<file path="config.mk">
export PLATFORM = sky130hd
export DESIGN_NAME = fifo_top
export DESIGN_NICKNAME = d
export VERILOG_FILES = /design/src/fifo_pkg.sv /design/src/fifo_pointers.sv /design/src/fifo_read_fsm.sv /design/src/fifo_top.sv /design/src/mlab_memory.sv
export SDC_FILE = /design/constraint.sdc
export NUM_CORES = 1
export LEC_CHECK = 0
export BUFFER_PORTS_ARGS = -buffer_cell sky130_fd_sc_hd__buf_4
export CAP_MARGIN = 10
export CORE_MARGIN = 2
export CORE_UTILIZATION = 39
export DETAILED_ROUTE_END_ITERATION = 7
export SLEW_MARGIN = 20
export SYNTH_ARGS = -nofsm -noshare
export SYNTH_HDL_FRONTEND = slang
export SYNTH_SLANG_ARGS = --single-unit
</file>
<file path="constraint.sdc">
create_clock -name clk -period 3.9 [get_ports clk]
set_input_delay 0.195 -clock clk [delete_from_list [all_inputs] [get_ports clk]]
set_output_delay 0.195 -clock clk [all_outputs]
set_load 0.05 [all_outputs]
</file>
<file path="src/fifo_pkg.sv">
`default_nettype none

package fifo_pkg;

    // Payload and storage geometry
    localparam int DATA_WIDTH = 20;
    localparam int DEPTH_LOG2 = 5;
    localparam int FIFO_DEPTH = 1 << DEPTH_LOG2;

    // One extra bit so a full FIFO can be counted
    localparam int COUNT_WIDTH = DEPTH_LOG2 + 1;

    // Read side states
    typedef enum logic [1:0] {
        IDLE,
        SHOW,
        FLUSH
    } read_state_t;

endpackage

`default_nettype wire

</file>
<file path="src/fifo_pointers.sv">
`timescale 1ns/1ns
`default_nettype none

module fifo_pointers import fifo_pkg::*; (
    input  wire                    clk,
    input  wire                    rstReadAddr,
    input  wire                    push,
    input  wire                    advance_read,
    input  wire                    flush_clear,
    output logic [DEPTH_LOG2-1:0]  wr_ptr,
    output logic [DEPTH_LOG2-1:0]  rd_ptr,
    output logic [COUNT_WIDTH-1:0] words_committed,
    output logic                   full,
    output logic                   overflow,
    output logic                   accept,
    output logic                   word_commit
);

    logic [COUNT_WIDTH-1:0] words_stored;

    assign full   = (words_stored == COUNT_WIDTH'(FIFO_DEPTH));
    assign accept = push && !full && !flush_clear;

    // Circular pointers
    always_ff @(posedge clk or posedge rstReadAddr) begin
        if (rstReadAddr) begin
            wr_ptr <= '0;
            rd_ptr <= '0;
        end else if (flush_clear) begin
            wr_ptr <= '0;
            rd_ptr <= '0;
        end else begin
            if (accept) begin
                wr_ptr <= wr_ptr + 1'b1;
            end
            if (advance_read) begin
                rd_ptr <= rd_ptr + 1'b1;
            end
        end
    end

    // Accepted words, used for full
    always_ff @(posedge clk or posedge rstReadAddr) begin
        if (rstReadAddr) begin
            words_stored <= '0;
        end else if (flush_clear) begin
            words_stored <= '0;
        end else begin
            case ({accept, advance_read})
                2'b10: words_stored <= words_stored + 1'b1;
                2'b01: words_stored <= words_stored - 1'b1;
                default: ;
            endcase
        end
    end

    // Words the memory has actually stored, one edge behind
    always_ff @(posedge clk or posedge rstReadAddr) begin
        if (rstReadAddr) begin
            word_commit     <= 1'b0;
            words_committed <= '0;
        end else if (flush_clear) begin
            word_commit     <= 1'b0;
            words_committed <= '0;
        end else begin
            word_commit <= accept;
            case ({word_commit, advance_read})
                2'b10: words_committed <= words_committed + 1'b1;
                2'b01: words_committed <= words_committed - 1'b1;
                default: ;
            endcase
        end
    end

    // Dropped push while full
    always_ff @(posedge clk or posedge rstReadAddr) begin
        if (rstReadAddr) begin
            overflow <= 1'b0;
        end else begin
            overflow <= push && full && !flush_clear;
        end
    end

endmodule

`default_nettype wire

</file>
<file path="src/fifo_read_fsm.sv">
`timescale 1ns/1ns
`default_nettype none

module fifo_read_fsm import fifo_pkg::*; (
    input  wire                    clk,
    input  wire                    rstReadAddr,
    input  wire                    pop,
    input  wire                    flush,
    input  wire                    word_commit,
    input  wire  [COUNT_WIDTH-1:0] words_committed,
    input  wire  [DEPTH_LOG2-1:0]  rd_ptr,
    output logic                   pop_valid,
    output logic                   advance_read,
    output logic                   flush_clear,
    output logic [DEPTH_LOG2-1:0]  next_read_addr,
    output logic                   read_address_stall
);

    read_state_t state;
    read_state_t state_next;
    logic        last_word;

    assign pop_valid    = (state == SHOW);
    assign advance_read = pop_valid && pop;
    assign flush_clear  = (state == FLUSH);

    // Head is the only committed word and nothing lands behind it
    assign last_word = (words_committed == COUNT_WIDTH'(1)) && !word_commit;

    always_comb begin
        state_next = state;
        case (state)
            IDLE: begin
                if (words_committed != '0) begin
                    state_next = SHOW;
                end
            end
            SHOW: begin
                if (advance_read && last_word) begin
                    state_next = IDLE;
                end
            end
            FLUSH: begin
                state_next = IDLE;
            end
            default: begin
                state_next = IDLE;
            end
        endcase
        if (flush) begin
            state_next = FLUSH;
        end
    end

    always_ff @(posedge clk or posedge rstReadAddr) begin
        if (rstReadAddr) begin
            state <= IDLE;
        end else begin
            state <= state_next;
        end
    end

    // Prefetch the following word on a pop, freeze the head otherwise
    always_comb begin
        next_read_addr     = rd_ptr;
        read_address_stall = 1'b0;
        case (state)
            SHOW: begin
                if (advance_read) begin
                    next_read_addr = rd_ptr + 1'b1;
                end else begin
                    read_address_stall = 1'b1;
                end
            end
            FLUSH: begin
                // Pointers restart at zero
                next_read_addr = '0;
            end
            default: ;
        endcase
    end

endmodule

`default_nettype wire

</file>
<file path="src/fifo_top.sv">
`timescale 1ns/1ns
`default_nettype none

module fifo_top import fifo_pkg::*; (
    input  wire                   clk,
    input  wire                   rstReadAddr,
    input  wire                   push,
    input  wire  [DATA_WIDTH-1:0] push_data,
    input  wire                   pop,
    input  wire                   flush,
    output logic [DATA_WIDTH-1:0] pop_data,
    output logic                  pop_valid,
    output logic                  full,
    output logic                  overflow
);

    logic [DEPTH_LOG2-1:0]  wr_ptr;
    logic [DEPTH_LOG2-1:0]  rd_ptr;
    logic [DEPTH_LOG2-1:0]  next_read_addr;
    logic [COUNT_WIDTH-1:0] words_committed;
    logic                   accept;
    logic                   word_commit;
    logic                   advance_read;
    logic                   flush_clear;
    logic                   read_address_stall;

    fifo_pointers i_pointers (
        .clk             (clk),
        .rstReadAddr     (rstReadAddr),
        .push            (push),
        .advance_read    (advance_read),
        .flush_clear     (flush_clear),
        .wr_ptr          (wr_ptr),
        .rd_ptr          (rd_ptr),
        .words_committed (words_committed),
        .full            (full),
        .overflow        (overflow),
        .accept          (accept),
        .word_commit     (word_commit)
    );

    fifo_read_fsm i_read_fsm (
        .clk                (clk),
        .rstReadAddr        (rstReadAddr),
        .pop                (pop),
        .flush              (flush),
        .word_commit        (word_commit),
        .words_committed    (words_committed),
        .rd_ptr             (rd_ptr),
        .pop_valid          (pop_valid),
        .advance_read       (advance_read),
        .flush_clear        (flush_clear),
        .next_read_addr     (next_read_addr),
        .read_address_stall (read_address_stall)
    );

    // Unregistered output keeps one word per cycle on the read port
    mlab_memory #(
        .OUTPUT_REGISTER (1'b0)
    ) i_memory (
        .clk                (clk),
        .rstReadAddr        (rstReadAddr),
        .write_enable       (accept),
        .write_addr         (wr_ptr),
        .data_in            (push_data),
        .read_address_stall (read_address_stall),
        .read_addr          (next_read_addr),
        .data_out           (pop_data)
    );

endmodule

`default_nettype wire

</file>
<file path="src/mlab_memory.sv">
`timescale 1ns/1ns
`default_nettype none

module mlab_memory import fifo_pkg::*; #(
    parameter bit OUTPUT_REGISTER = 1'b0
) (
    input  wire                   clk,
    input  wire                   rstReadAddr,

    // Write port
    input  wire                   write_enable,
    input  wire  [DEPTH_LOG2-1:0] write_addr,
    input  wire  [DATA_WIDTH-1:0] data_in,

    // Read port
    input  wire                   read_address_stall,
    input  wire  [DEPTH_LOG2-1:0] read_addr,
    output logic [DATA_WIDTH-1:0] data_out
);

    logic [DATA_WIDTH-1:0] mem [FIFO_DEPTH];

    logic                  write_enable_q;
    logic [DEPTH_LOG2-1:0] write_addr_q;
    logic [DATA_WIDTH-1:0] write_data_q;

    logic [DEPTH_LOG2-1:0] read_addr_q;
    logic [DATA_WIDTH-1:0] read_word;

    // Write request is captured first
    always_ff @(posedge clk) begin
        write_enable_q <= write_enable;
        write_addr_q   <= write_addr;
        write_data_q   <= data_in;
    end

    // Array update one edge after capture
    always_ff @(posedge clk) begin
        if (write_enable_q) begin
            mem[write_addr_q] <= write_data_q;
        end
    end

    always_ff @(posedge clk or posedge rstReadAddr) begin
        if (rstReadAddr) begin
            read_addr_q <= '0;
        end else if (!read_address_stall) begin
            read_addr_q <= read_addr;
        end
    end

    // Mixed-port collision with the pending write is undefined
    assign read_word = (write_enable_q && (write_addr_q == read_addr_q)) ?
                       {DATA_WIDTH{1'bx}} : mem[read_addr_q];

    generate
        if (OUTPUT_REGISTER) begin : g_out_reg
            logic [DATA_WIDTH-1:0] read_word_q;

            always_ff @(posedge clk) begin
                read_word_q <= read_word;
            end

            assign data_out = read_word_q;
        end else begin : g_out_comb
            assign data_out = read_word;
        end
    endgenerate

endmodule

`default_nettype wire

</file>
Word level (Yosys, flattened, before mapping)

Memory sizes are Yosys's and may differ from the RTL's.
Cells that the tools add are included.

Register bits after elaboration: 57
Bits in writable memories: 640
Bits of input ports: 25
Output and inout port bits: 23
Logic and storage cells: 65
Memories: 1

Add/subtract/negate cells: 6
Equal/unequal tests: 11
Muxes and demuxes: 19
Reductions and logical operators: 17

Memories:

| memory       | depth | bits a word | rd ports | clocked after Yosys merged registers in | wr ports | line              | source |
|---|---|---|---|---|---|---|---|
| i_memory.mem | 32    | 20          | 1        | 0                                       | 1        | mlab_memory.sv:21 | `logic [DATA_WIDTH-1:0] mem [FIFO_DEPTH];` |

Operator list:

| cell                  | number |
|---|---|
| $pmux W6 S2           | 2 |
| $mux W20              | 1 |
| $mux W5               | 4 |
| $add A6 B1 Y6 const B | 2 |
| $mux W6               | 2 |
| $sub A6 B1 Y6 const B | 2 |
| $add A5 B1 Y5 const B | 2 |
| $pmux W5 S2           | 1 |
| $logic_and A1 B1 Y1   | 8 |
| $eq A2 B1 Y1 const B  | 3 |
| $eq A2 B2 Y1 const B  | 3 |
| $eq A6 B1 Y1 const B  | 1 |
| $eq A6 B6 Y1 const B  | 1 |
| $mux W2               | 3 |
| $reduce_bool A3 Y1    | 2 |
| $reduce_bool A6 Y1    | 1 |
| $eq A5 B5 Y1          | 1 |
| $mux W1               | 5 |
| $pmux W2 S2           | 1 |
| $logic_not A1 Y1      | 3 |
| $ne A3 B2 Y1 const B  | 1 |
| $ne A3 B3 Y1 const B  | 1 |
| $logic_not A2 Y1      | 1 |
| $reduce_and A2 Y1     | 1 |
| $reduce_bool A2 Y1    | 1 |

Longest topological paths before layout

Depth after elaboration: 7
Depth in mapped cells: 14
Gate-level depth less buffers: 12

Modules after synthesis

A second synthesis with hierarchy kept.

Cell total of the unflattened synthesis: 1612
Area total of the unflattened synthesis: 27596.5 µm²

Modules (own cells, without submodules):

| module        | times used | cells each | area each (µm²) | seq. area each (µm²) |
|---|---|---|---|---|
| mlab_memory   | 1          | 1431       | 25823.5         | 19864.1 |
| fifo_pointers | 1          | 133        | 1415.1          | 600.6 |
| fifo_read_fsm | 1          | 48         | 357.8           | 50.0 |

Worst setup path before layout

No wires, ideal clock.

Path kind: reg-to-reg
From: register i_read_fsm.state[1]
To: register i_pointers.words_stored[4]
Library setup time: 0.131 ns
Arrival: 3.345 ns
Data required time: 3.769 ns
Path slack: 0.424 ns
Cell stages (with the launch flop): 15
Path buffers: 2
Period minus slack after synthesis: 3.476 ns
Cells stage by stage: dfrtp_1 inv_1 ha_1 clkbuf_1 nand2_1 inv_1 ha_1 buf_1 xor2_1 ha_1 o21a_1 o22a_1 a21oi_1 nor4_1 or3_1

Elaborated cells on any way between the ends: 10
Those cells by class: 4 x eq/ne; 2 x mux; 4 x reduce/logical

RTL lines:

| what                                                | line                | source |
|---|---|---|
| start, declared                                     | fifo_read_fsm.sv:19 | `read_state_t state;` |
| start signal, assigned                              | fifo_read_fsm.sv:59 | `state <= state_next;` |
| $eq A2 B1 Y1 (*)                                    | fifo_read_fsm.sv:23 | `assign pop_valid = (state == SHOW);` |
| net pop_valid                                       | fifo_top.sv:12      | `output logic pop_valid,` |
| $logic_and A1 B1 Y1 (*)                             | fifo_read_fsm.sv:24 | `assign advance_read = pop_valid && pop;` |
| $eq A2 B1 Y1 / $eq A2 B2 Y1 (equally long branches) | fifo_pointers.sv:49 | `case ({accept, advance_read})` |
| $pmux W6 S2                                         | fifo_pointers.sv:49 |  |
| $mux W6                                             | fifo_pointers.sv:46 | `end else if (flush_clear) begin` |
| end signal, assigned                                | fifo_pointers.sv:50 | `2'b10: words_stored <= words_stored + 1'b1;` |
| end signal, assigned                                | fifo_pointers.sv:51 | `2'b01: words_stored <= words_stored - 1'b1;` |
| end, declared                                       | fifo_pointers.sv:19 | `logic [COUNT_WIDTH-1:0] words_stored;` |

The timed path passes the listed nets; every way through them passes the cells marked *.
A chain may end at the register's enable or synchronous reset.

Worst setup path after layout

From: register i_memory.read_addr_q[0]
To: output port pop_data[11]

Longest elaborated chain between the ends: 2

Ends and longest elaborated chain:

| what                   | line              | source |
|---|---|---|
| start, declared        | mlab_memory.sv:27 | `logic [DEPTH_LOG2-1:0] read_addr_q;` |
| start signal, assigned | mlab_memory.sv:48 | `read_addr_q <= read_addr;` |
| $mem_v2 Z32 W20        | -                 |  |
| $mux W20               | mlab_memory.sv:53 | `assign read_word = (write_enable_q && (write_addr_q == read_addr_q)) ?` |
| end, declared          | fifo_top.sv:11    | `output logic [DATA_WIDTH-1:0] pop_data,` |

No other way between the ends. The select of a mux whose other input is x is not followed.

==> results.cfg <==
[run_status]
run_status = finished clean

[synthesis]
ys_types = 46
synth_top_flop_cell = sky130_fd_sc_hd__edfxtp_1
syn_avg_cell_area_um2 = 21.8
mappedNetlistArea_um2 = 26800
post_synthesis_sequential_element_count = 697
synthMostInstantiatedCell = sky130_fd_sc_hd__edfxtp_1
synth_warnings = 0
top_cell_types_by_occurrence_after_synthesis = sky130_fd_sc_hd__edfxtp_1 (640), sky130_fd_sc_hd__mux4_2 (200), sky130_fd_sc_hd__nand2_1 (82), sky130_fd_sc_hd__nor2_1 (55), sky130_fd_sc_hd__dfrtp_1 (31)
async_reset_ff_share_pct = 4.45
synth_cells = 1231
yosys.area.top_type_share_pct = 71.6
synth_enable_flop_cells = 640
synthesized_netlist_net_count = 1271
synthDominantAreaCellType = sky130_fd_sc_hd__edfxtp_1
synthTopCellsByArea = sky130_fd_sc_hd__edfxtp_1 (72%), sky130_fd_sc_hd__mux4_2 (17%), sky130_fd_sc_hd__dfrtp_1 (2.9%), sky130_fd_sc_hd__dfxtp_1 (1.9%), sky130_fd_sc_hd__nand2_1 (1.1%)
synth.yosys.seq_area_share_pct = 76.5

[cells_and_area]
layout.nets = 1404
num-fill-cells = 5693
finish.cell_count_without_fillers = 2299
antennaDiodeCount = 0
area_growth_syn_to_layout_pct = 15.4
final_layout_size_suffix_gt1_share_pct = 30.8
finalCoreUtilization_pct = 45.3

[clocking]
tritoncts = yes
clock_latency_ns = 0.61
h-tree-depth = 3
cts.sink_count = 697
cts-root-to-sink-buffers = 3
cts_made_buffers = 70
clock_slew_at_reported_path_ffs_ns = 0.06
root_buffer = sky130_fd_sc_hd__clkbuf_16
cts_hold_repair.buffers = 24
post_cts_setup_buffer_count = 0
cts_repair_resize_count = 0

[detailed_routing]
drt-pass1-iter-count = 7
via_count = 12700
postRouteWirelength_um = 59800
detail_route.drc_violations = 0
detail-route-antenna-nets = 0
via_per_inst = 5.52
drt_iter0_markers = 1091
drt-wirelength-per-cell_um = 26.0

[timing]
slew-limit-headroom_pct = 29.1
finalWorstPathRequiredPeriod_ns = 3.40
grt_setup_unrepaired = false
worstMarginPinSlew_ns = 1.06
setup_ws_final_ns = 0.501
maxSlewViolCount = 0
final.setup.tns_ns = 0
clock-skew-final_ns = 0.0253
fin_crit_sh_pct = 87.2
hold_viol = 0
fmaxAchievable_mhz = 294
finalSetupViolCount = 0
final.hold.worst_slack_ns = 0.226

[placement]
routabilityCongestion = 0.759
portBuffers = 47
placedCellCount = 2150
detailedPlacementHpwl_um = 32900
placement.setup.worst_slack_ns = 0.821

[floorplan]
top_level_ports = 48
placeableCoreArea_um2 = 68300
floorplan.die.height_um = 266
fp-row-count = 96
effective_utilization_at_floorplan_pct = 39.3
dieArea_um2 = 70900
die_w_um = 266

[setup_path]
crit_type = reg -> out
startpoint_type = register
worst_ep_required_time_ns = 3.70
cp.arrival_ns = 3.20
path_max_fanout = 37
worstSetupEndpointType = primary output

[grt]
grt_pass1_vias = 13200
track_usage_pct = 17.3
grt_first_pass_wirelength_um = 88400
antenna_violations_before_repair = 2
global_route.overflow_total = 0
largest_net_degree_at_the_start_of_global_routing = 54

[power_and_ir_drop]
power.share.combinational_pct = 5.3
vdd_ir_drop_max_mv = 0.379
power.static_leakage_uw = 0.00983
power.switching_fraction_pct = 21.5
netSwitchingPower_uw = 3380
power_density_nw_per_um2 = 508
int_power_uw = 12300
p_seq_share_pct = 53.6
clock_power_share_pct = 41.1

[job]
drv_cap = 0

[worst_hold_path]
worst_hold_path_type = in -> reg
## layout make-up
class	count	area, µm²	area share, %
clock buffers	92	1910	6.16
multi-input cells	458	6030	19.5
inverters	18	68.8	0.222
repair buffers	119	1040	3.36
clock inverters	33	279	0.901
well taps	882	1100	3.56
flip-flops and latches	697	20500	66.3
## worst paths after layout
kind / slack [ns] / end / depth (start not counted) / startpoint
worst max-delay path: 0.50 / pop_data[11] / 6 / i_memory.read_addr_q[0]$_DFFE_PP0N_
worst min-delay path: 0.23 / i_memory.write_data_q[17]$_DFF_P_ / 2 / push_data[17]
worst max register to register: 0.82 / i_pointers.words_stored[4]$_DFFE_PP0P_ / 12 / i_read_fsm.state[1]$_DFFE_PP0P_
worst min register to register: 0.44 / i_memory.write_addr_q[1]$_DFF_P_ / 0 / i_pointers.wr_ptr[1]$_DFFE_PP0P_
max in group asynchronous: 3.31 / i_memory.read_addr_q[0]$_DFFE_PP0N_ / 4 / rstReadAddr
min in group asynchronous: 0.24 / i_pointers.overflow$_DFF_PP0_ / 4 / rstReadAddr
## worst max-delay path: stages, from the launching register on
cell and delay (ns):
sky130_fd_sc_hd__dfrtp_4 0.62, sky130_fd_sc_hd__buf_12 0.34, sky130_fd_sc_hd__mux4_2 0.57, sky130_fd_sc_hd__mux4_2 0.48, sky130_fd_sc_hd__nand2_1 0.13, sky130_fd_sc_hd__nand2_1 0.18, sky130_fd_sc_hd__buf_4 0.24
## flip-flops by register name, summed over array words and instances (netlist names)
signal and flops:
i_memory.mem 640, i_memory.write_data_q 20, i_pointers.words_committed 6, i_pointers.words_stored 6
i_memory.read_addr_q 5, i_memory.write_addr_q 5, i_pointers.rd_ptr 5, i_pointers.wr_ptr 5
i_read_fsm.state 2, i_memory.write_enable_q 1, i_pointers.overflow 1, i_pointers.word_commit 1
## stage by stage
stage | area [µm²] | power (µW)
6_report | 31000 | 15700
3_5_place_dp | 28500 | 9410
5_1_grt | 31000 | 16300
2_1_floorplan | 26800 | 9100
3_3_place_gp | 28500 | 9390
4_1_cts | 30900 | 15900
## per-layer routing
layer  vias up  GRT usage (%)  part of all wire, %
met5         -              0                0.018
met4         2           4.04                  1.6
met3        72           3.23                  5.9
met2       385           27.4                   48
met1      6878           25.0                   44
li1       5355              -                    -
## cell usage in the layout, fill, tap and decap left out, types with 5 or more instances in the layout
master	netlist	layout
sky130_fd_sc_hd__edfxtp_1	640	640
sky130_fd_sc_hd__mux4_2	200	200
sky130_fd_sc_hd__buf_4	0	88
sky130_fd_sc_hd__nand2_1	82	82
sky130_fd_sc_hd__clkbuf_16	0	72
sky130_fd_sc_hd__nor2_2	0	32
sky130_fd_sc_hd__dfrtp_1	31	29
sky130_fd_sc_hd__dlygate4sd3_1	0	24
sky130_fd_sc_hd__nor2_1	55	23
sky130_fd_sc_hd__clkbuf_1	30	17
sky130_fd_sc_hd__dfxtp_1	26	17
sky130_fd_sc_hd__inv_1	17	16
sky130_fd_sc_hd__ha_1	15	15
sky130_fd_sc_hd__clkinv_1	1	15
sky130_fd_sc_hd__a21oi_1	14	14
sky130_fd_sc_hd__xor2_1	11	11
sky130_fd_sc_hd__dfxtp_2	0	9
sky130_fd_sc_hd__nand3_1	8	8
sky130_fd_sc_hd__o21ai_0	8	8
sky130_fd_sc_hd__clkinv_2	0	8
sky130_fd_sc_hd__buf_12	0	7
sky130_fd_sc_hd__or3_1	6	6
sky130_fd_sc_hd__nand4_1	5	5
sky130_fd_sc_hd__nor4_1	5	5
sky130_fd_sc_hd__nand3b_1	5	5
## power groups by stage
stage	clock, µW	sequential [µW]	combinational, µW
after floorplan	0	8510	589
after global placement	0	8570	821
after detailed placement	0	8580	824
after CTS	6610	8430	848
after global routing	6910	8440	905
final	6450	8420	839
## logic make-up (layout without fill, tap and decap cells)
family | Yosys count | after routing | share of synthesized area [%]
AO/OA/AOI/OAI | 41 | 41 | 0.979
XOR/XNOR | 14 | 14 | 0.457
adder cells (fa/ha/maj) | 15 | 15 | 0.699
buffers and inverters | 76 | 262 | 1.39
flip-flops | 697 | 697 | 76.5
multiplexers | 202 | 202 | 16.9
AND/OR/NAND/NOR | 186 | 186 | 3.16
No activity file was read; power rests on OpenSTA's default activity.
